==> src/verilog/axi_lite_pkg.sv <==
`default_nettype none

package axi_lite_pkg;

    localparam int ADDR_W      = 32;  // byte address
    localparam int DATA_W      = 32;  // bus word
    localparam int STRB_W      = DATA_W / 8;  // one strobe per byte lane
    localparam int SLAVE_COUNT = 16;
    localparam int SEL_LSB     = 28;  // top nibble picks the slave

    typedef logic [ADDR_W-1:0]      addr_t;
    typedef logic [DATA_W-1:0]      data_t;
    typedef logic [STRB_W-1:0]      strb_t;
    typedef logic [SLAVE_COUNT-1:0] slave_sel_t;  // one bit per slave

    // write address and write data always move together on the slave side
    typedef struct packed {
        addr_t addr;
        data_t data;
        strb_t strb;
    } wr_req_t;

    // read address channel payload
    typedef struct packed {
        addr_t addr;
    } rd_req_t;

endpackage

`default_nettype wire
==> src/verilog/slave_fanout.sv <==
`timescale 1ns/1ns
`default_nettype none

module slave_fanout #(
    parameter type req_t = axi_lite_pkg::rd_req_t  // needs an addr field
) (
    input  req_t                    req,
    input  logic                    valid,
    input  axi_lite_pkg::slave_sel_t slave_ready,
    output req_t                    slave_req [axi_lite_pkg::SLAVE_COUNT],
    output axi_lite_pkg::slave_sel_t slave_valid,
    output logic                    ready,
    output axi_lite_pkg::slave_sel_t sel
);
    import axi_lite_pkg::*;

    // one-hot decode of the slave nibble
    always_comb begin
        sel = '0;
        for (int i = 0; i < SLAVE_COUNT; i++) begin
            if (req.addr[SEL_LSB +: $clog2(SLAVE_COUNT)] == i)
                sel[i] = 1'b1;
        end
    end

    assign slave_valid = sel & {SLAVE_COUNT{valid}};  // only the target sees valid
    assign ready       = |(sel & slave_ready);  // ready of the addressed slave

    // payload goes to every slave unchanged
    always_comb begin
        for (int i = 0; i < SLAVE_COUNT; i++) begin
            slave_req[i] = req;
        end
    end

endmodule

`default_nettype wire

==> config.mk <==
export PLATFORM = sky130hd
export DESIGN_NAME = slave_fanout
export DESIGN_NICKNAME = d
export VERILOG_FILES = /design/src/verilog/axi_lite_pkg.sv /design/src/verilog/slave_fanout.sv
export SDC_FILE = /design/constraint.sdc
export NUM_CORES = 1
export LEC_CHECK = 0
export ABC_CLOCK_PERIOD_IN_PS = 850
export BUFFER_PORTS_ARGS = -buffer_cell sky130_fd_sc_hd__buf_2
export CAP_MARGIN = 10
export CORE_AREA = 2 2 229 231
export DETAILED_ROUTE_END_ITERATION = 10
export DIE_AREA = 0 0 231 233
export PLACE_DENSITY_LB_ADDON = 0.3
export SYNTH_ARGS = -nofsm -noshare
export SYNTH_HDL_FRONTEND = slang
export SYNTH_SLANG_ARGS = --single-unit
==> constraint.sdc <==
create_clock -name vclk -period 0.85
set_clock_uncertainty 0.1 [all_clocks]
set_input_delay 0.0425 -clock vclk [all_inputs]
set_output_delay 0.0425 -clock vclk [all_outputs]
set_load 0.005 [all_outputs]
==> impl_metrics.ini <==
[setup_path]
slowest_stage = a311o_1
crit_end = ready
end_kind = primary output
crit_fanout = 6
max_stage_delay_ps = 340
cpLargestDelayFamily = compound AO/OA/AOI/OAI gates
arrival_ps = 1050
path_cells = buf_4, a311o_1, a21oi_2, a31oi_1, a32o_1, buf_2
worst-path-stages = 6
criticalPathCategory = in -> out
cp-start-kind = primary input
critPathRequiredTime_ps = 710
critPathBufInv = 2
crit_start = req[30]

[grt]
grt_pass1_vias = 1259
grt_overflow = 0
grt_max_degree = 17
grt_pass1_wl_mm = 9.11
antenna_found_initial = 1
gr-usage-all-layers = 0.0224

[worst_hold_path]
hold_path_depth = 0
worstHoldPathType = in -> out
min_from = req[9]

[placement]
dpl.hpwl_mm = 6.14
place_congestion = 0.599
port_buffers = 118
dp_slack_ps = -510

[synthesis]
synth_area_mm2 = 0.00425
ys_top_cells_by_count = buf_4 (512), nor2_1 (31), nand2_1 (7)
ys_top_cells_by_area = buf_4 (90%), nor2_1 (2.7%), nand2b_1 (0.74%), a221oi_2 (0.71%), nand2_1 (0.62%)
yosysSeqAreaShare = 0
syn_nets = 636
synthCells = 587
yosysMostFrequentCell = buf_4
ys_warn_count = 0
ys_types = 22
yosysTopAreaCell = buf_4
syn_area_per_cell_um2 = 7.24
synth_top_area_frac = 0.904

[floorplanning]
rows = 83
io_pins = 594
core_area_mm2 = 0.0511
initial_core_util = 0.0832
die_area_mm2 = 0.0538
die_x_um = 231
die_y_um = 233

[route]
wirelength_mm = 7.08
post_drt_wl_per_cell_um = 7.92
drtAntennaViolNets = 0
num_vias = 1373
via_per_inst = 1.54
drtPass1Iterations = 4
drc = 0
drt_iter0_drc = 33

[flow_run]
maxCapViolations = 0

[finish]
synthToLayoutAreaGrowth_pct = -46.4
final_util = 0.0446
seq_area_um2 = 0
nets = 263
nFlopsAndLatches = 0
fillers = 6098
drive_gt1_frac = 0.807
multi_input_area_um2 = 508
clkbuf_count = 0

[power_and_ir_drop]
p_leak_uw = 0.000864
vdd_drop_max_v = 0.0000904
powerDensity_mw_per_mm2 = 339

[timing]
slew_violations = 0
whs_ps = -15.0
max_freq_ghz = 0.840
fin_crit_sh = 1.40
worst_pin_slew_ps = 215
setup_viol = 39
slew_headroom = 0.856
rsz0062_at_grt = true
hold_violations = 416
finalCriticalPeriod_ps = 1190
worst_slack_ps = -340

[status]
violations = hold timing, setup timing
outcome = finished with violations
[what timing repair did]
item / in CTS / in global routing
endpoints found under the setup margin: 39 / 39
pin swaps: 15 / 5
gates cloned: 0 / 0
endpoints found under the hold margin: 448 / 448
setup buffers: 7 / 0
gates resized for setup: 42 / 13
[power by group]
| part | switching (µW) | internal, µW |
|---|---|---|
| Clock | 0 | 0.000180 |
| Combinational | 393 | 380 |
| Sequential | 0 | 0 |
[worst min path at each step]
stage | to | slack (ps)
after global placement | slave_req[481] | -10
final | slave_req[425] | -10
after global routing | slave_req[425] | -10
after CTS | slave_req[481] | -10
after floorplan | slave_req[0] | 70
after detailed placement | slave_req[481] | -10
[metrics by stage]
stage / area, µm² / cells / setup TNS [ps] / total power, µW
finish: 2280 / 894 / -7590 / 773
detailed placement: 1970 / 884 / -11020 / 599
floorplan: 4260 / 587 / -120 / 2110
global route: 2270 / 892 / -9700 / 846
CTS: 2170 / 890 / -7190 / 699
global placement: 1970 / 884 / -10700 / 600
[final cells by class]
cell class / count / share of cell area
timing repair buffer: 144 / 0.401
antenna: 2 / 0.00220
multi-input combinational: 68 / 0.223
tap: 680 / 0.373
[kinds of logic after synthesis]
logic type	after synthesis	synth area share
simple gates	56	0.0618
buf+inv	519	0.914
compound gates	12	0.0238
[per-layer routing]
| metal | vias to the layer above | global-route usage | routed length, µm |
|---|---|---|---|
| met3 | 85 | 0.0140 | 1300 |
| li1 | 535 | - | - |
| met5 | - | 0 | 0 |
| met1 | 530 | 0.0140 | 1600 |
| met2 | 223 | 0.0406 | 3600 |
| met4 | 0 | 0.0246 | 578 |
[placed cells by master, fill, tap and decap left out, types with 2 or more instances in the layout]
cell type	count
a21oi_1	2
a22oi_1	2
a31oi_1	2
buf_12	4
buf_2	114
buf_4	15
buf_6	7
buf_8	3
diode_2	2
nand2_1	5
nand2_4	2
nand2b_4	4
nand3b_1	2
nor2_1	21
nor2_2	9
nor3_4	3
No activity file was read; power rests on OpenSTA's default activity.
