`src/verilog/axi_lite_pkg.sv`:
```
`default_nettype none

package axi_lite_pkg;

    localparam int ADDR_W      = 32;  // byte address
    localparam int DATA_W      = 32;  // bus word
    localparam int STRB_W      = DATA_W / 8;  // one strobe per byte lane
    localparam int SLAVE_COUNT = 16;
    localparam int SEL_LSB     = 28;  // top nibble picks the slave

    typedef logic [ADDR_W-1:0]      addr_t;
    typedef logic [DATA_W-1:0]      data_t;
    typedef logic [STRB_W-1:0]      strb_t;
    typedef logic [SLAVE_COUNT-1:0] slave_sel_t;  // one bit per slave

    // write address and write data always move together on the slave side
    typedef struct packed {
        addr_t addr;
        data_t data;
        strb_t strb;
    } wr_req_t;

    // read address channel payload
    typedef struct packed {
        addr_t addr;
    } rd_req_t;

endpackage

`default_nettype wire
```
`src/verilog/read_return.sv`:
```
`timescale 1ns/1ns
`default_nettype none

module read_return (
    input  logic                     clk,
    input  logic                     rst_n,
    input  axi_lite_pkg::slave_sel_t ar_sel,
    input  logic                     ar_valid,
    input  logic                     ar_ready,
    input  logic                     rready,
    input  axi_lite_pkg::data_t      slave_rdata [axi_lite_pkg::SLAVE_COUNT],
    input  axi_lite_pkg::slave_sel_t slave_rvalid,
    output axi_lite_pkg::data_t      rdata,
    output logic                     rvalid,
    output axi_lite_pkg::slave_sel_t slave_rready
);
    import axi_lite_pkg::*;

    slave_sel_t rd_sel;  // slave that owes the pending read data

    always_ff @(posedge clk or negedge rst_n) begin
        if (!rst_n) begin
            rd_sel <= '0;
        end else if (ar_valid && ar_ready) begin
            rd_sel <= ar_sel;  // latch target on address accept
        end
    end

    // merge the data of the recorded slave
    always_comb begin
        rdata = '0;
        for (int i = 0; i < SLAVE_COUNT; i++) begin
            if (rd_sel[i])
                rdata = rdata | slave_rdata[i];
        end
    end

    assign rvalid       = |(rd_sel & slave_rvalid);
    assign slave_rready = rd_sel & {SLAVE_COUNT{rready}};  // rready back to that slave only

endmodule

`default_nettype wire

```
`config.mk`:
```
export PLATFORM = sky130hd
export DESIGN_NAME = read_return
export DESIGN_NICKNAME = d
export VERILOG_FILES = /design/src/verilog/axi_lite_pkg.sv /design/src/verilog/read_return.sv
export SDC_FILE = /design/constraint.sdc
export NUM_CORES = 1
export LEC_CHECK = 0
export BUFFER_PORTS_ARGS = -buffer_cell sky130_fd_sc_hd__buf_2
export CAP_MARGIN = 5
export CORE_AREA = 5 5 232 234
export CTS_BUF_LIST = sky130_fd_sc_hd__clkbuf_8
export DETAILED_ROUTE_END_ITERATION = 7
export DIE_AREA = 0 0 237 239
export PLACE_DENSITY = 0.36
export SETUP_SLACK_MARGIN = 0.3
export SYNTH_ARGS = -nofsm -noshare
export SYNTH_HDL_FRONTEND = slang
export SYNTH_SLANG_ARGS = --single-unit
```
`constraint.sdc`:
```
create_clock -name clk -period 1.57 [get_ports clk]
set_input_delay 0.157 -clock clk [delete_from_list [all_inputs] [get_ports clk]]
set_output_delay 0.157 -clock clk [all_outputs]
set_load 0.005 [all_outputs]
```
==> metrics.yaml, run 1 <==
finalCritPeriodShare_pct: 122
worstSetupStartpointType: "register"
critPathKind: "register to output pin"
clock_latency_ns: 0.26
critPathLaunch: "rd_sel[1]$_DFFE_PN0P_"
async_flop_share_pct: 100
grt_pass1_vias: 7427
avgSynthCellArea_um2: 8.99
die_area_um2: 56600
dr.first_iter.drc_count: 350
rsz0062_at_grt: "yes"
initial_core_util_pct: 7.15
io_pins: 598
core_area_um2: 51800
syn-num-nets: 961
cp-end-kind: "output pin"
yosysWarnings: 0
tns_ns: -9.18
finalWorstSetupSlack_ns: -0.349
syn2layout_area_growth_pct: 146
drt_first_pass_iters: 4
grt_max_degree: 24
grt_overflow_total: 0
fp.dieH_um: 239
synth_cell_type_count: 10
final_cells: 1725
tritoncts: "done"
final_util_pct: 17.6
yosys-top-cells-area: "a221oi_1 (31%), a22o_1 (31%), dfrtp_1 (11%), buf_6 (9.7%), nand4_1 (5.6%)"
slew_viol_final: 0
ir_drop_mv: 0.284
place_ws_ns: -0.287
crit_fanout: 15
via_per_inst: 4.13
gr-usage-all-layers_pct: 13.6
max-slew-margin-rel_pct: 71.7
r2r-end: "rd_sel[1]$_DFFE_PN0P_"
hp-class: "input port to register"
io_buffers: 597
syn_area_um2: 3700
cp-endpoint: "rdata[11]"
wire_per_inst_um: 24.9
nets: 1581
num_vias: 7122
yosysTopAreaCellShare_pct: 31.2
reg.largest.list: "rd_sel x16"
htree_num_levels: 1
required_ns: 1.41
regMostFlops: "rd_sel"
hold_viol: 0
clk_pin_slew_worst_paths_ns: 0.07
violations: "setup timing"
antenna_found_initial: 10
power_leakage_nw: 4.22
grt_pass1_wl_um: 56000
power_density_nw_per_um2: 619
cts_buffers: 3
register_area_um2: 420
ant_nets: 0
tightest_slew_ns: 0.424
setup_violations: 34
crit_arrival_ns: 1.76
rows: 84
clock.fmax_ghz: 0.521
synth_top_cell_by_area: "a221oi_1"
ff2ff_setup_slack_ns: 0.43
synthFlopType: "dfrtp_1"
place_hpwl_um: 35000
final.min_clock_period_ns: 1.92
final.fill_count: 5877
r2r_cells: 3
syn_inst: 412
synth_edf_count: 0
wirelength_um: 42900
cts.sinks: 16
multi_input_area_um2: 3620
place_congestion: 0.968
largest_reg_flops: 16
drc_errors: 0
drive_above_1_share_pct: 82.0
status: "finished, violations left"
synth_common_cells: "a221oi_1 (132), a22o_1 (132), nand4_1 (33)"
max_cap_viol_count: 0
die_w_um: 237
cts_root_buf: "clkbuf_8"
cts_buffer_depth: 2
dp_cells: 1683
ys_ff_latch: 16
finalClockSkew_ns: 0
yosysSeqAreaShare_pct: 10.8
r2r-start: "rd_sel[1]$_DFFE_PN0P_"
through the flow:
step	power, mW	hold WS (ns)	cell area, um2
2_1_floorplan	2.60	-0.139	4290
3_3_place_gp	4.74	0.126	8380
3_5_place_dp	4.73	0.123	8380
4_1_cts	5.49	0.127	8860
5_1_grt	5.93	0.124	9110
6_report	5.64	0.131	9110
timing repair:
item / CTS / global route
hold endpoints to repair: 16 / 0
setup buffers: 15 / 14
resized for setup: 53 / 18
gates cloned: 1 / 1
endpoints found under the setup margin: 48 / 48
pin swaps: 10 / 14
hold buffers: 1 / 0
worst min path at each step:
stage	from	to	slack (ns)	depth (start not counted)
2_1_floorplan	rst_n	rd_sel[0]$_DFFE_PN0P_	-0.14	0
3_3_place_gp	rst_n	rd_sel[2]$_DFFE_PN0P_	0.13	1
3_5_place_dp	rst_n	rd_sel[10]$_DFFE_PN0P_	0.12	1
4_1_cts	ar_sel[6]	rd_sel[6]$_DFFE_PN0P_	0.13	2
5_1_grt	ar_sel[1]	rd_sel[1]$_DFFE_PN0P_	0.12	2
6_report	ar_sel[6]	rd_sel[6]$_DFFE_PN0P_	0.13	2
logic make-up after synthesis:
logic type	Yosys count	synth area share [%]
compound gates	264	62.5
buf+inv	66	13.5
simple gates	50	8.38
mux	16	4.87
flops	16	10.8
cells in the final DEF, fill, tap and decap left out, types with 4 or more instances in the layout:
master	Yosys	routed
a221oi_2	0	108
buf_12	0	30
buf_6	32	19
dfrtp_2	0	16
a22o_4	0	5
a221oi_4	0	4
a22o_1	132	126
buf_2	9	586
and2_4	0	11
clkbuf_8	0	4
diode_2	0	6
mux2_2	16	16
buf_4	0	42
and2_1	16	5
nand4_1	33	33
a221oi_1	132	20
critical path: stages (launching register included):
cell	delay [ns]
dfrtp_2	0.45
buf_12	0.17
a22o_1	0.23
a221oi_2	0.17
nand4_1	0.25
buf_2	0.21
routing by layer:
metal | routed length, um | up-vias | share of wire (%) | track usage (%)
met3 | 3280 | 62 | 7.6 | 2.83
met4 | 1030 | 4 | 2.4 | 3.39
met1 | 18300 | 3451 | 43 | 17.9
met2 | 20300 | 424 | 47 | 22.8
met5 | 27 | - | 0.063 | 0
li1 | - | 3181 | - | -
report_power, final:
| part | switching [mW] | internal (mW) |
|---|---|---|
| combinational | 2.35 | 2.30 |
| clock | 0.165 | 0.223 |
| sequential | 0.118 | 0.485 |
| total | 2.63 | 3.00 |
cell type report:
type | count | share of cell area, %
Antenna cell | 6 | 0.165
Clock buffer | 4 | 0.604
Tap cell | 688 | 9.45
Sequential cell | 16 | 4.61
Timing Repair Buffer | 681 | 45.4
Multi-Input combinational cell | 330 | 39.7
No activity file was read; power rests on OpenSTA's default activity.
==> inputs of run 2 (changes only) <==
--- a/config.mk
+++ b/config.mk
@@ -7,11 +7,10 @@
 export LEC_CHECK = 0
 export BUFFER_PORTS_ARGS = -buffer_cell sky130_fd_sc_hd__buf_2
 export CAP_MARGIN = 5
-export CORE_AREA = 5 5 232 234
-export CTS_BUF_LIST = sky130_fd_sc_hd__clkbuf_8
+export CORE_AREA = 5 5 229 231
 export DETAILED_ROUTE_END_ITERATION = 7
-export DIE_AREA = 0 0 237 239
-export PLACE_DENSITY = 0.36
+export DIE_AREA = 0 0 234 236
+export PLACE_DENSITY = 0.37
 export SETUP_SLACK_MARGIN = 0.3
 export SYNTH_ARGS = -nofsm -noshare
 export SYNTH_HDL_FRONTEND = slang
==> run 2 against run 1 <==
Effect of this change: the run still ends with setup timing left; setup slack worse by 0.075 ns; core utilization is 0.74 points higher; register-to-register slack worse by 0.08 ns; sequential cell count is the same; power rose by 3.9%; via count is 1.3% higher; cell area rose by 0.26%; critical path depth is 1 higher; critical path type unchanged; largest cell class unchanged.
==> metrics.yaml, run 2 (synthesized netlist as in run 1, its figures left out) <==
ff2ff_setup_slack_ns: 0.35  # -0.08 ns
place_congestion: 0.864  # -11%
htree_num_levels: 1  # unchanged
final.fill_count: 5653  # -3.8%
layout_common_cells: "buf_2 (584), a22o_1 (131), a221oi_2 (107), buf_4 (48), nand4_1 (33)"
rows: 82  # -2.4%
io_buffers: 597  # unchanged
power_leakage_nw: 4.25  # +0.61%
ant_nets: 0  # unchanged
finalCritPeriodShare_pct: 127  # +4.7 points
fin_area_um2: 9140  # +0.26%
cts_root_buf: "clkbuf_16"
max-slew-margin-rel_pct: 72.9  # +1.2 points
gr-usage-all-layers_pct: 14.4  # +0.84 points
clock_latency_ns: 0.25  # about the same
crit_chain: "buf_12, a22o_1, a221oi_4, buf_4, nand4_1, buf_2"
cpMaxStageDelayCell: "dfrtp_4"
violations: "setup timing"
grt_pass1_wl_um: 57300  # +2.3%
cts_buffer_depth: 2  # unchanged
cts_buffers: 3  # unchanged
r2r_cells: 2  # -1
regMostFlops: "rd_sel"
drive_above_1_share_pct: 81.7  # -0.22 points
slew_viol_final: 0  # unchanged
finalWorstSetupSlack_ns: -0.424  # -0.0745 ns
tritoncts: "done"
dr.first_iter.drc_count: 468  # +34%
worstSetupStartpointType: "register"
final_util_pct: 18.3  # +0.74 points
die_area_um2: 55200  # -2.5%
hold_viol: 0  # unchanged
finalClockSkew_ns: 0  # unchanged
dp_cells: 1679  # -0.24%
crit_fanout: 6  # -9
cp-end-kind: "output pin"
nets: 1585  # +0.25%
core_area_um2: 49900  # -3.8%
hold_path_depth: 2  # unchanged
critical_path.top_delay_family: "flip-flops"
drc_errors: 0  # unchanged
status: "finished, violations left"
grt_max_degree: 25  # +4.2%
r2r-end: "rd_sel[1]$_DFFE_PN0P_"
grt_pass1_vias: 7540  # +1.5%
syn2layout_area_growth_pct: 147
hp-class: "input port to register"
register_area_um2: 425  # +1.2%
worstHoldStart: "ar_sel[8]"
max_cap_viol_count: 0  # unchanged
wire_per_inst_um: 25.5  # +2.5%
reg.largest.list: "rd_sel x16"
final_common_cell: "buf_2"
drt_first_pass_iters: 5  # +1
via_per_inst: 4.22  # +2.2%
grt_overflow_total: 0  # unchanged
ir_drop_mv: 0.429  # +51%
clock.fmax_ghz: 0.502  # -3.7%
io_pins: 598  # unchanged
hold_end: "rd_sel[8]$_DFFE_PN0P_"
setup_violations: 33  # -2.9%
power_density_nw_per_um2: 641  # +3.6%
fp.dieH_um: 236  # -1.3%
antenna_found_initial: 2  # -8
critPathKind: "register to output pin"
num_vias: 7214  # +1.3%
multi_input_area_um2: 3600  # -0.55%
post_dp_cell_area_um2: 8380  # about the same
die_w_um: 234  # -1.3%
initial_core_util_pct: 7.42  # +0.28 points
required_ns: 1.41  # about the same
clk_pin_slew_worst_paths_ns: 0.06  # about the same
cp.depth: 6  # +1
cp.buffers_inverters: 3  # +1
crit_arrival_ns: 1.84  # +0.08 ns
cts.sinks: 16  # unchanged
place_hpwl_um: 35800  # +2.3%
final.min_clock_period_ns: 1.99  # +0.0745 ns
critPathMaxStageDelay_ns: 0.49  # +0.04 ns
rsz0062_at_grt: "yes"
final_cells: 1709  # -0.93%
r2r-start: "rd_sel[1]$_DFFE_PN0P_"
wirelength_um: 43600  # +1.5%
tightest_slew_ns: 0.407  # -0.0176 ns
largest_reg_flops: 16  # unchanged
==> run 2: timing repair <==
action,in CTS,in global routing
gates cloned,3,0
hold buffers,1,0
pin swaps,14,6
setup buffers,10,10
endpoints found under the hold margin,16,0
setup endpoints to repair,48,48
gates resized for setup,64,17
==> run 2: power by group <==
part / switching, mW / leakage [nW] / internal, mW
Clock: 0.188 / 0.0442 / 0.388
Sequential: 0.116 / 0.172 / 0.490
Combinational: 2.37 / 4.03 / 2.30
Total: 2.67 / 4.25 / 3.18
==> run 2: worst max-delay path by stage <==
stage | start | end | slack, ns
final | rd_sel[11]$_DFFE_PN0P_ | rdata[19] | -0.42
after global routing | rd_sel[1]$_DFFE_PN0P_ | rdata[13] | -0.47
after CTS | rd_sel[11]$_DFFE_PN0P_ | rdata[19] | -0.42
after detailed placement | rd_sel[1]$_DFFE_PN0P_ | rvalid | -0.32
after global placement | rd_sel[0]$_DFFE_PN0P_ | rdata[28] | -0.27
after floorplan | rd_sel[3]$_DFFE_PN0P_ | rdata[22] | 0.30
==> run 2: routing by layer <==
metal | vias to the layer above | global-route usage (%) | share of wire [%]
met5 | - | 0 | 0.030
li1 | 3182 | - | -
met3 | 41 | 2.00 | 6.8
met4 | 2 | 2.65 | 1.6
met1 | 3560 | 19.3 | 43
met2 | 429 | 24.9 | 49
==> run 2: layout make-up <==
cell class | count | area share [%]
Tap cell | 672 | 9.20
Multi-Input combinational cell | 330 | 39.4
Clock buffer | 4 | 0.972
Sequential cell | 16 | 4.66
Timing Repair Buffer | 685 | 45.7
Antenna cell | 2 | 0.0548
==> run 2: worst register-to-register path, stage by stage, from the launching register on <==
cell and delay [ns]:
dfrtp_4 0.57, buf_12 0.21, mux2_2 0.32
==> run 2: metrics by stage <==
step / setup WS [ns] / power, mW / TNS, ns / hold WS (ns)
after floorplan: 0.296 / 2.60 / 0 / -0.139
after global placement: -0.271 / 4.71 / -2.59 / 0.121
after detailed placement: -0.324 / 4.73 / -3.17 / 0.113
after CTS: -0.423 / 5.75 / -11.34 / 0.135
after global routing: -0.469 / 6.16 / -13.03 / 0.141
final: -0.424 / 5.86 / -10.94 / 0.137
