## src/verilog/axi_lite_pkg.sv

```systemverilog
`default_nettype none

package axi_lite_pkg;

    localparam int ADDR_W      = 32;  // byte address
    localparam int DATA_W      = 32;  // bus word
    localparam int STRB_W      = DATA_W / 8;  // one strobe per byte lane
    localparam int SLAVE_COUNT = 16;
    localparam int SEL_LSB     = 28;  // top nibble picks the slave

    typedef logic [ADDR_W-1:0]      addr_t;
    typedef logic [DATA_W-1:0]      data_t;
    typedef logic [STRB_W-1:0]      strb_t;
    typedef logic [SLAVE_COUNT-1:0] slave_sel_t;  // one bit per slave

    // write address and write data always move together on the slave side
    typedef struct packed {
        addr_t addr;
        data_t data;
        strb_t strb;
    } wr_req_t;

    // read address channel payload
    typedef struct packed {
        addr_t addr;
    } rd_req_t;

endpackage

`default_nettype wire
```

## src/verilog/master_arbiter.sv

```systemverilog
`timescale 1ns/1ns
`default_nettype none

module master_arbiter (
    input  logic                  clk,
    input  logic                  rst_n,
    // write request side of the masters
    input  axi_lite_pkg::wr_req_t m0_wr,
    input  axi_lite_pkg::wr_req_t m1_wr,
    input  logic                  m0_awvalid,
    input  logic                  m0_wvalid,
    input  logic                  m1_awvalid,
    input  logic                  m1_wvalid,
    output logic                  m0_awready,
    output logic                  m0_wready,
    output logic                  m1_awready,
    output logic                  m1_wready,
    // read address side of the masters
    input  axi_lite_pkg::rd_req_t m0_ar,
    input  axi_lite_pkg::rd_req_t m1_ar,
    input  logic                  m0_arvalid,
    input  logic                  m1_arvalid,
    output logic                  m0_arready,
    output logic                  m1_arready,
    // read data side of the masters
    output axi_lite_pkg::data_t   m0_rdata,
    output axi_lite_pkg::data_t   m1_rdata,
    output logic                  m0_rvalid,
    output logic                  m1_rvalid,
    input  logic                  m0_rready,
    input  logic                  m1_rready,
    // shared channels toward the slaves
    output axi_lite_pkg::wr_req_t wr_req,
    output logic                  wr_valid,
    input  logic                  wr_ready,
    output axi_lite_pkg::rd_req_t ar_req,
    output logic                  ar_valid,
    input  logic                  ar_ready,
    input  axi_lite_pkg::data_t   rdata,
    input  logic                  rvalid,
    output logic                  rready
);
    import axi_lite_pkg::*;

    logic m0_wr_gnt;  // m0 owns the write path
    logic m1_wr_gnt;
    logic m0_ar_gnt;  // m0 owns the read address path
    logic m1_ar_gnt;
    logic m0_rown;    // m0 waits for read data
    logic m1_rown;

    // a write competes only once address and data are both present
    assign m0_wr_gnt = m0_awvalid & m0_wvalid;
    assign m1_wr_gnt = m1_awvalid & m1_wvalid & ~m0_wr_gnt;

    assign wr_req   = m0_wr_gnt ? m0_wr : m1_wr;
    assign wr_valid = m0_wr_gnt | m1_wr_gnt;

    assign m0_awready = m0_wr_gnt & wr_ready;
    assign m0_wready  = m0_wr_gnt & wr_ready;
    assign m1_awready = m1_wr_gnt & wr_ready;
    assign m1_wready  = m1_wr_gnt & wr_ready;

    // fixed priority on the read address channel, m0 first
    assign m0_ar_gnt = m0_arvalid;
    assign m1_ar_gnt = m1_arvalid & ~m0_arvalid;

    assign ar_req   = m0_ar_gnt ? m0_ar : m1_ar;
    assign ar_valid = m0_ar_gnt | m1_ar_gnt;

    assign m0_arready = m0_ar_gnt & ar_ready;
    assign m1_arready = m1_ar_gnt & ar_ready;

    // owner flags, set by address accept and cleared by the data handshake
    always_ff @(posedge clk or negedge rst_n) begin
        if (!rst_n) begin
            m0_rown <= 1'b0;
            m1_rown <= 1'b0;
        end else begin
            if (m0_arvalid && m0_arready)
                m0_rown <= 1'b1;
            else if (m0_rvalid && m0_rready)
                m0_rown <= 1'b0;
            if (m1_arvalid && m1_arready)
                m1_rown <= 1'b1;
            else if (m1_rvalid && m1_rready)
                m1_rown <= 1'b0;
        end
    end

    assign m0_rdata  = m0_rown ? rdata : '0;
    assign m1_rdata  = m1_rown ? rdata : '0;
    assign m0_rvalid = m0_rown & rvalid;
    assign m1_rvalid = m1_rown & rvalid;
    assign rready    = (m0_rown & m0_rready) | (m1_rown & m1_rready);  // from the owner only

endmodule

`default_nettype wire

```

## config.mk

```make
export PLATFORM = sky130hd
export DESIGN_NAME = master_arbiter
export DESIGN_NICKNAME = d
export VERILOG_FILES = /design/src/verilog/axi_lite_pkg.sv /design/src/verilog/master_arbiter.sv
export SDC_FILE = /design/constraint.sdc
export NUM_CORES = 1
export LEC_CHECK = 0
export BUFFER_PORTS_ARGS = -buffer_cell sky130_fd_sc_hd__buf_4
export CAP_MARGIN = 10
export CORE_AREA = 2 2 162 164
export DETAILED_ROUTE_END_ITERATION = 12
export DIE_AREA = 0 0 164 166
export GPL_ROUTABILITY_DRIVEN = 0
export PLACE_DENSITY = 0.33
export REMOVE_ABC_BUFFERS = 1
export SKIP_CTS_REPAIR_TIMING = 1
export SYNTH_ARGS = -nofsm -noshare
export SYNTH_HDL_FRONTEND = slang
export SYNTH_SLANG_ARGS = --single-unit
```

## constraint.sdc

```tcl
create_clock -name clk -period 1.2 [get_ports clk]
set_input_delay 0.18 -clock clk [delete_from_list [all_inputs] [get_ports clk]]
set_output_delay 0.18 -clock clk [all_outputs]
set_load 0.03 [all_outputs]
```

==> impl_metrics.json, run 1 <==
{
  "htree_levels": 1,
  "layout.nets": 867,
  "finClkSkew_ps": 0,
  "slowest_stage": "dfrtp_1",
  "cp_num_buf_inv": 2,
  "placementRows": 59,
  "holdPathStages": 3,
  "drv_cap": 0,
  "ys_types": 16,
  "vias": 3234,
  "critPathCaptureType": "output pin",
  "synth_cells": 200,
  "finalCritPeriodShare_pct": 109.1,
  "hp-class": "primary input to flop",
  "rsz0062_at_grt": "true",
  "seq_area_frac_synth_pct": 2.705,
  "start_util_pct": 7.224,
  "ys.flop_type": "dfrtp_1",
  "n_antenna_cell": 0,
  "yosysTopAreaCell": "mux2_2",
  "port_buffers": 419,
  "ys_ff_latch": 2,
  "overflow": 0,
  "required_ps": 1020,
  "grt_pass1_wl_um": 20360,
  "grt_pass1_vias": 3317,
  "failed_checks": "negative setup slack",
  "synth-edff-count": 0,
  "synth_area_per_cell_um2": 9.253,
  "worst-path-max-fanout": 26,
  "clock-root-buffer": "clkbuf_16",
  "pin_count": 420,
  "r2r_end": "m1_rown",
  "drt-pass1-iter-count": 4,
  "slew_headroom_pct": 83.51,
  "period_needed_ps": 1310,
  "clk_path_buf_depth": 2,
  "cellLeakagePower_nw": 3.401,
  "worst_pin_slew_ps": 247.4,
  "insertion_delay_ps": 220,
  "yosys_warnings": 0,
  "async_reset_ff_share_pct": 100.0,
  "cp_cell_sequence": "buf_8 > and2_1 > buf_4",
  "vdd_drop_max_uv": 433.6,
  "finalSetupViolations": 121,
  "clock-sinks": 2,
  "synth_top_area_share_pct": 55.98,
  "die_area_um2": 27220,
  "routed_wl_um": 16010,
  "r2r_slack_ps": 380,
  "postPlaceCellArea_um2": 5384,
  "wl_per_cell_um": 16.76,
  "synthesis.area_um2": 1851,
  "cts_buffers": 3,
  "post_layout_nonfiller_instances": 955,
  "fp.coreArea_um2": 25620,
  "die_h_um": 166,
  "p_per_area_nw_per_um2": 653.8,
  "arrival_ps": 1130,
  "status": "finished with violations",
  "reg2reg_depth": 2,
  "vias_per_cell": 3.386,
  "dp_hpwl_um": 13680,
  "drive_above_1_share_pct": 91.29,
  "cts_tree": "built",
  "placed_cells": 945,
  "antenna_found_initial": 0,
  "slew_violations": 0,
  "fmax_mhz": 763.5,
  "drc": 0,
  "antenna_left": 0,
  "yosysMostFrequentCell": "mux2_2",
  "die_x_um": 164,
  "grt_max_degree": 34,
  "cpPeakStageDelay_ps": 400,
  "hold_viol": 0,
  "path_clk_slew_ps": 30,
  "start_kind": "flop",
  "synthTopCellsByArea": "mux2_2 (56%), and2_1 (23%), mux2_4 (6.5%)",
  "synthToLayoutAreaGrowth_pct": 246.2,
  "synth.top_cells.by_count": "mux2_2 (92), and2_1 (67), mux2_4 (8)",
  "fin_ws_ps": -109.7,
  "crit_start": "m0_rown",
  "path_delay_family": "flip-flops",
  "grtUsageTotal_pct": 9.871,
  "fin_area_um2": 6407,
  "holdCritStartpoint": "m1_rready",
  "initialDrtViolationCount": 82,
  "crit_type": "flop to output pin",
  "r2r-start": "m1_rown",
  "hold_path_end": "m1_rown",
  "dpl_worst_slack_ps": -183.9
}
per-layer routing:
metal	track usage (%)	vias to the layer above	wire [um]
li1	-	1537	-
met1	11.66	1548	6354
met2	18.94	139	8693
met3	1.274	10	789
met4	1.602	0	170
met5	0	-	0
how the worst max path moves through the flow:
stage | cells after the start | to | slack [ps]
finish | 3 | m0_rdata[26] | -110
global route | 3 | rready | -140
CTS | 5 | wr_req[1] | -190
detailed placement | 5 | wr_req[1] | -180
global placement | 5 | wr_req[67] | -160
floorplan | 2 | m1_awready | -330
tightest hold or removal path, cell delays in order:
cell,delay [ps]
buf_4,110
nand2_1,50
a21o_1,100
final cells by class:
type	instances	area (um^2)
Clock buffer	3	75.07
Sequential cell	2	50.05
Timing Repair Buffer	435	3890
Tap cell	335	419.2
Fill cell	2795	19210
Multi-Input combinational cell	180	1973
layout by cell type (no fill, tap or decap), drive strengths merged:
| cell type | n |
|---|---|
| mux2 | 100 |
| dlygate4sd3 | 1 |
| and4 | 1 |
| buf | 430 |
| and2 | 67 |
| and3b | 1 |
| a22o | 1 |
| or2 | 1 |
| a21o | 2 |
| nand2 | 6 |
| dfrtp | 2 |
| and3 | 1 |
| clkbuf | 7 |
per-stage QoR:
| step | util, % | power (mW) | hold WS, ps | setup TNS [ps] |
|---|---|---|---|---|
| floorplan | - | 1.615 | -115.6 | -11120 |
| global placement | 21.02 | 3.168 | -37.97 | -11470 |
| detailed placement | 21.02 | 3.171 | -35.93 | -12120 |
| CTS | 21.31 | 3.676 | -261.8 | -19250 |
| global route | 25.01 | 4.370 | 286.0 | -9265 |
| finish | 25.01 | 4.189 | 264.5 | -5874 |
where the power goes:
| group | internal, mW | switching, mW | total (mW) | leakage, nW |
|---|---|---|---|---|
| clock | 0.423 | 0.0673 | 0.490 | 0.0370 |
| sequential | 0.0762 | 0.00950 | 0.0857 | 0.0237 |
| combinational | 1.89 | 1.73 | 3.61 | 3.34 |
| total | 2.39 | 1.80 | 4.19 | 3.40 |
cell families after synthesis:
family,share of synthesized area (%)
AND/OR/NAND/NOR,25.76
buffers and inverters,7.776
AO/OA/AOI/OAI,1.285
flip-flops,2.705
multiplexers,62.47
flip-flops by register name (all words and copies together), names as in the netlist:
name	flops
m0_rown	1
m1_rown	1
No activity file was read; power rests on OpenSTA's default activity.
==> inputs of run 2 (changes only) <==
--- a/config.mk
+++ b/config.mk
@@ -7,11 +7,13 @@
 export LEC_CHECK = 0
 export BUFFER_PORTS_ARGS = -buffer_cell sky130_fd_sc_hd__buf_4
 export CAP_MARGIN = 10
-export CORE_AREA = 2 2 162 164
+export CELL_PAD_IN_SITES_DETAIL_PLACEMENT = 1
+export CELL_PAD_IN_SITES_GLOBAL_PLACEMENT = 2
+export CORE_AREA = 2 2 161 163
 export DETAILED_ROUTE_END_ITERATION = 12
-export DIE_AREA = 0 0 164 166
+export DIE_AREA = 0 0 163 165
 export GPL_ROUTABILITY_DRIVEN = 0
-export PLACE_DENSITY = 0.33
+export PLACE_DENSITY = 0.71
 export REMOVE_ABC_BUFFERS = 1
 export SKIP_CTS_REPAIR_TIMING = 1
 export SYNTH_ARGS = -nofsm -noshare
==> run 2 against run 1 <==
- the flow still finishes with violations (negative setup slack)
- cell count shrank 0.31%
- clock power rose by 3%
- maximum frequency down 0.12%
- global-route usage grew 0.49 points
- critical path type unchanged
- highest routed layer unchanged
==> impl_metrics.json, run 2 (synthesis results as in run 1) <==
{
  "power.switching_mw": 1.861,
  "port_buffers": 419,
  "synthToLayoutAreaGrowth_pct": 248.7,
  "drive_above_1_share_pct": 89.07,
  "critPathCaptureType": "output pin",
  "start_kind": "flop",
  "period_needed_ps": 1311,
  "crit_start": "m1_rown",
  "cpPeakStageDelay_ps": 430,
  "cts_tree": "built",
  "num-fill-cells": 2961,
  "cellLeakagePower_nw": 3.405,
  "clock-root-buffer": "clkbuf_16",
  "hold_viol": 0,
  "antenna_left": 0,
  "finalSetupViolations": 122,
  "fmax_mhz": 762.6,
  "n_antenna_cell": 0,
  "postPlaceCellArea_um2": 5363,
  "drv_cap": 0,
  "die_area_um2": 26900,
  "layout.nets": 869,
  "htree_levels": 1,
  "pwr-share-seq_pct": 2.1,
  "clk_path_buf_depth": 2,
  "swShare_pct": 43.62,
  "cts_buffers": 3,
  "final_common_cell": "buf_4",
  "finClkSkew_ps": 0,
  "r2r_slack_ps": 210,
  "crit_path_end": "m1_rdata[29]",
  "reg_top3": "m0_rown x1, m1_rown x1",
  "vias": 3162,
  "fp.coreArea_um2": 25040,
  "slowest_stage": "dfrtp_2",
  "fin_ws_ps": -111.3,
  "die_x_um": 163,
  "pwr-share-comb_pct": 86.1,
  "failed_checks": "negative setup slack",
  "clockPowerShare_pct": 11.8,
  "insertion_delay_ps": 220,
  "grt_max_degree": 35,
  "rsz0062_at_grt": "true",
  "dp_hpwl_um": 14540,
  "cp_cell_sequence": "buf_12 > and2_1 > buf_6",
  "finalCritPeriodShare_pct": 109.3,
  "crit_type": "flop to output pin",
  "pin_count": 420,
  "slew_violations": 0,
  "wl_per_cell_um": 18.59,
  "vias_per_cell": 3.321,
  "required_ps": 1020,
  "start_util_pct": 7.391,
  "path_clk_slew_ps": 30,
  "final_cell_mix": "buf_4 (290), buf_6 (131), mux2_4 (68), and2_1 (57), mux2_2 (32)",
  "placementRows": 58,
  "slew_headroom_pct": 83.88,
  "r2r-start": "m1_rown",
  "reg2reg_depth": 3,
  "status": "finished with violations",
  "fin_area_um2": 6452,
  "hp-class": "primary input to flop",
  "vdd_drop_max_uv": 218.5,
  "clock-sinks": 2,
  "grt_pass1_vias": 3136,
  "grtUsageTotal_pct": 10.36,
  "p_int_mw": 2.405,
  "drc": 0,
  "worst_pin_slew_ps": 241.9,
  "p_per_area_nw_per_um2": 661.1,
  "initialDrtViolationCount": 84,
  "placed_cells": 938,
  "r2r_end": "m1_rown",
  "worst-path-max-fanout": 24,
  "routed_wl_um": 17700,
  "overflow": 0,
  "arrival_ps": 1130,
  "die_h_um": 165,
  "grt_pass1_wl_um": 20740,
  "post_layout_nonfiller_instances": 952,
  "drt-pass1-iter-count": 4,
  "antenna_found_initial": 0
}
run 2: critical path: cells and delay by family, from the launching register on:
kind	cells	cell delay [ps]
buf+inv	2	310
flops	1	430
simple gates	1	170
run 2: worst min-delay path by stage:
stage / from / end / slack [ps] / cells after the start
after floorplan: rst_n / m0_rown / -120 / 0
after global placement: rst_n / m1_rown / -40 / 1
after detailed placement: rst_n / m0_rown / -40 / 1
after CTS: rst_n / m0_rown / -270 / 1
after global routing: m1_rready / m1_rown / 290 / 3
final: rvalid / m0_rown / 270 / 3
run 2: per-stage QoR:
stage	power, mW	setup slack (ps)	hold slack [ps]	utilization (%)	setup TNS (ps)
after floorplan	1.615	-332.1	-115.6	-	-11120
after global placement	3.187	-180.2	-36.49	21.42	-10950
after detailed placement	3.198	-175.2	-35.70	21.42	-11240
after CTS	3.724	-176.9	-269.5	21.72	-19460
after global routing	4.458	-151.4	287.8	25.77	-11050
final	4.265	-111.3	271.2	25.77	-7324
run 2: cell type report:
| cell class | count | area [um^2] | share of cell area (%) |
|---|---|---|---|
| multi-input combinational | 180 | 1936 | 30.00 |
| timing repair buffer | 437 | 3978 | 61.64 |
| clock buffer | 3 | 75.07 | 1.163 |
| tap | 330 | 412.9 | 6.399 |
| sequential | 2 | 51.30 | 0.7950 |
run 2: power by group through the flow:
stage	sequential [mW]	combinational [mW]	clock [mW]
6_report	0.0891	3.67	0.504
3_5_place_dp	0.0849	3.11	0
4_1_cts	0.0842	3.12	0.519
3_3_place_gp	0.0845	3.10	0
2_1_floorplan	0.111	1.50	0
5_1_grt	0.0913	3.84	0.526
run 2: layer usage:
metal	up-vias	global-route usage [%]	share of wire [%]	routed length, um
met5	-	0	0	0
met4	0	1.448	0.41	72
met3	4	1.180	4.0	707
met2	106	17.08	52	9117
met1	1512	14.78	44	7802
li1	1540	-	-	-
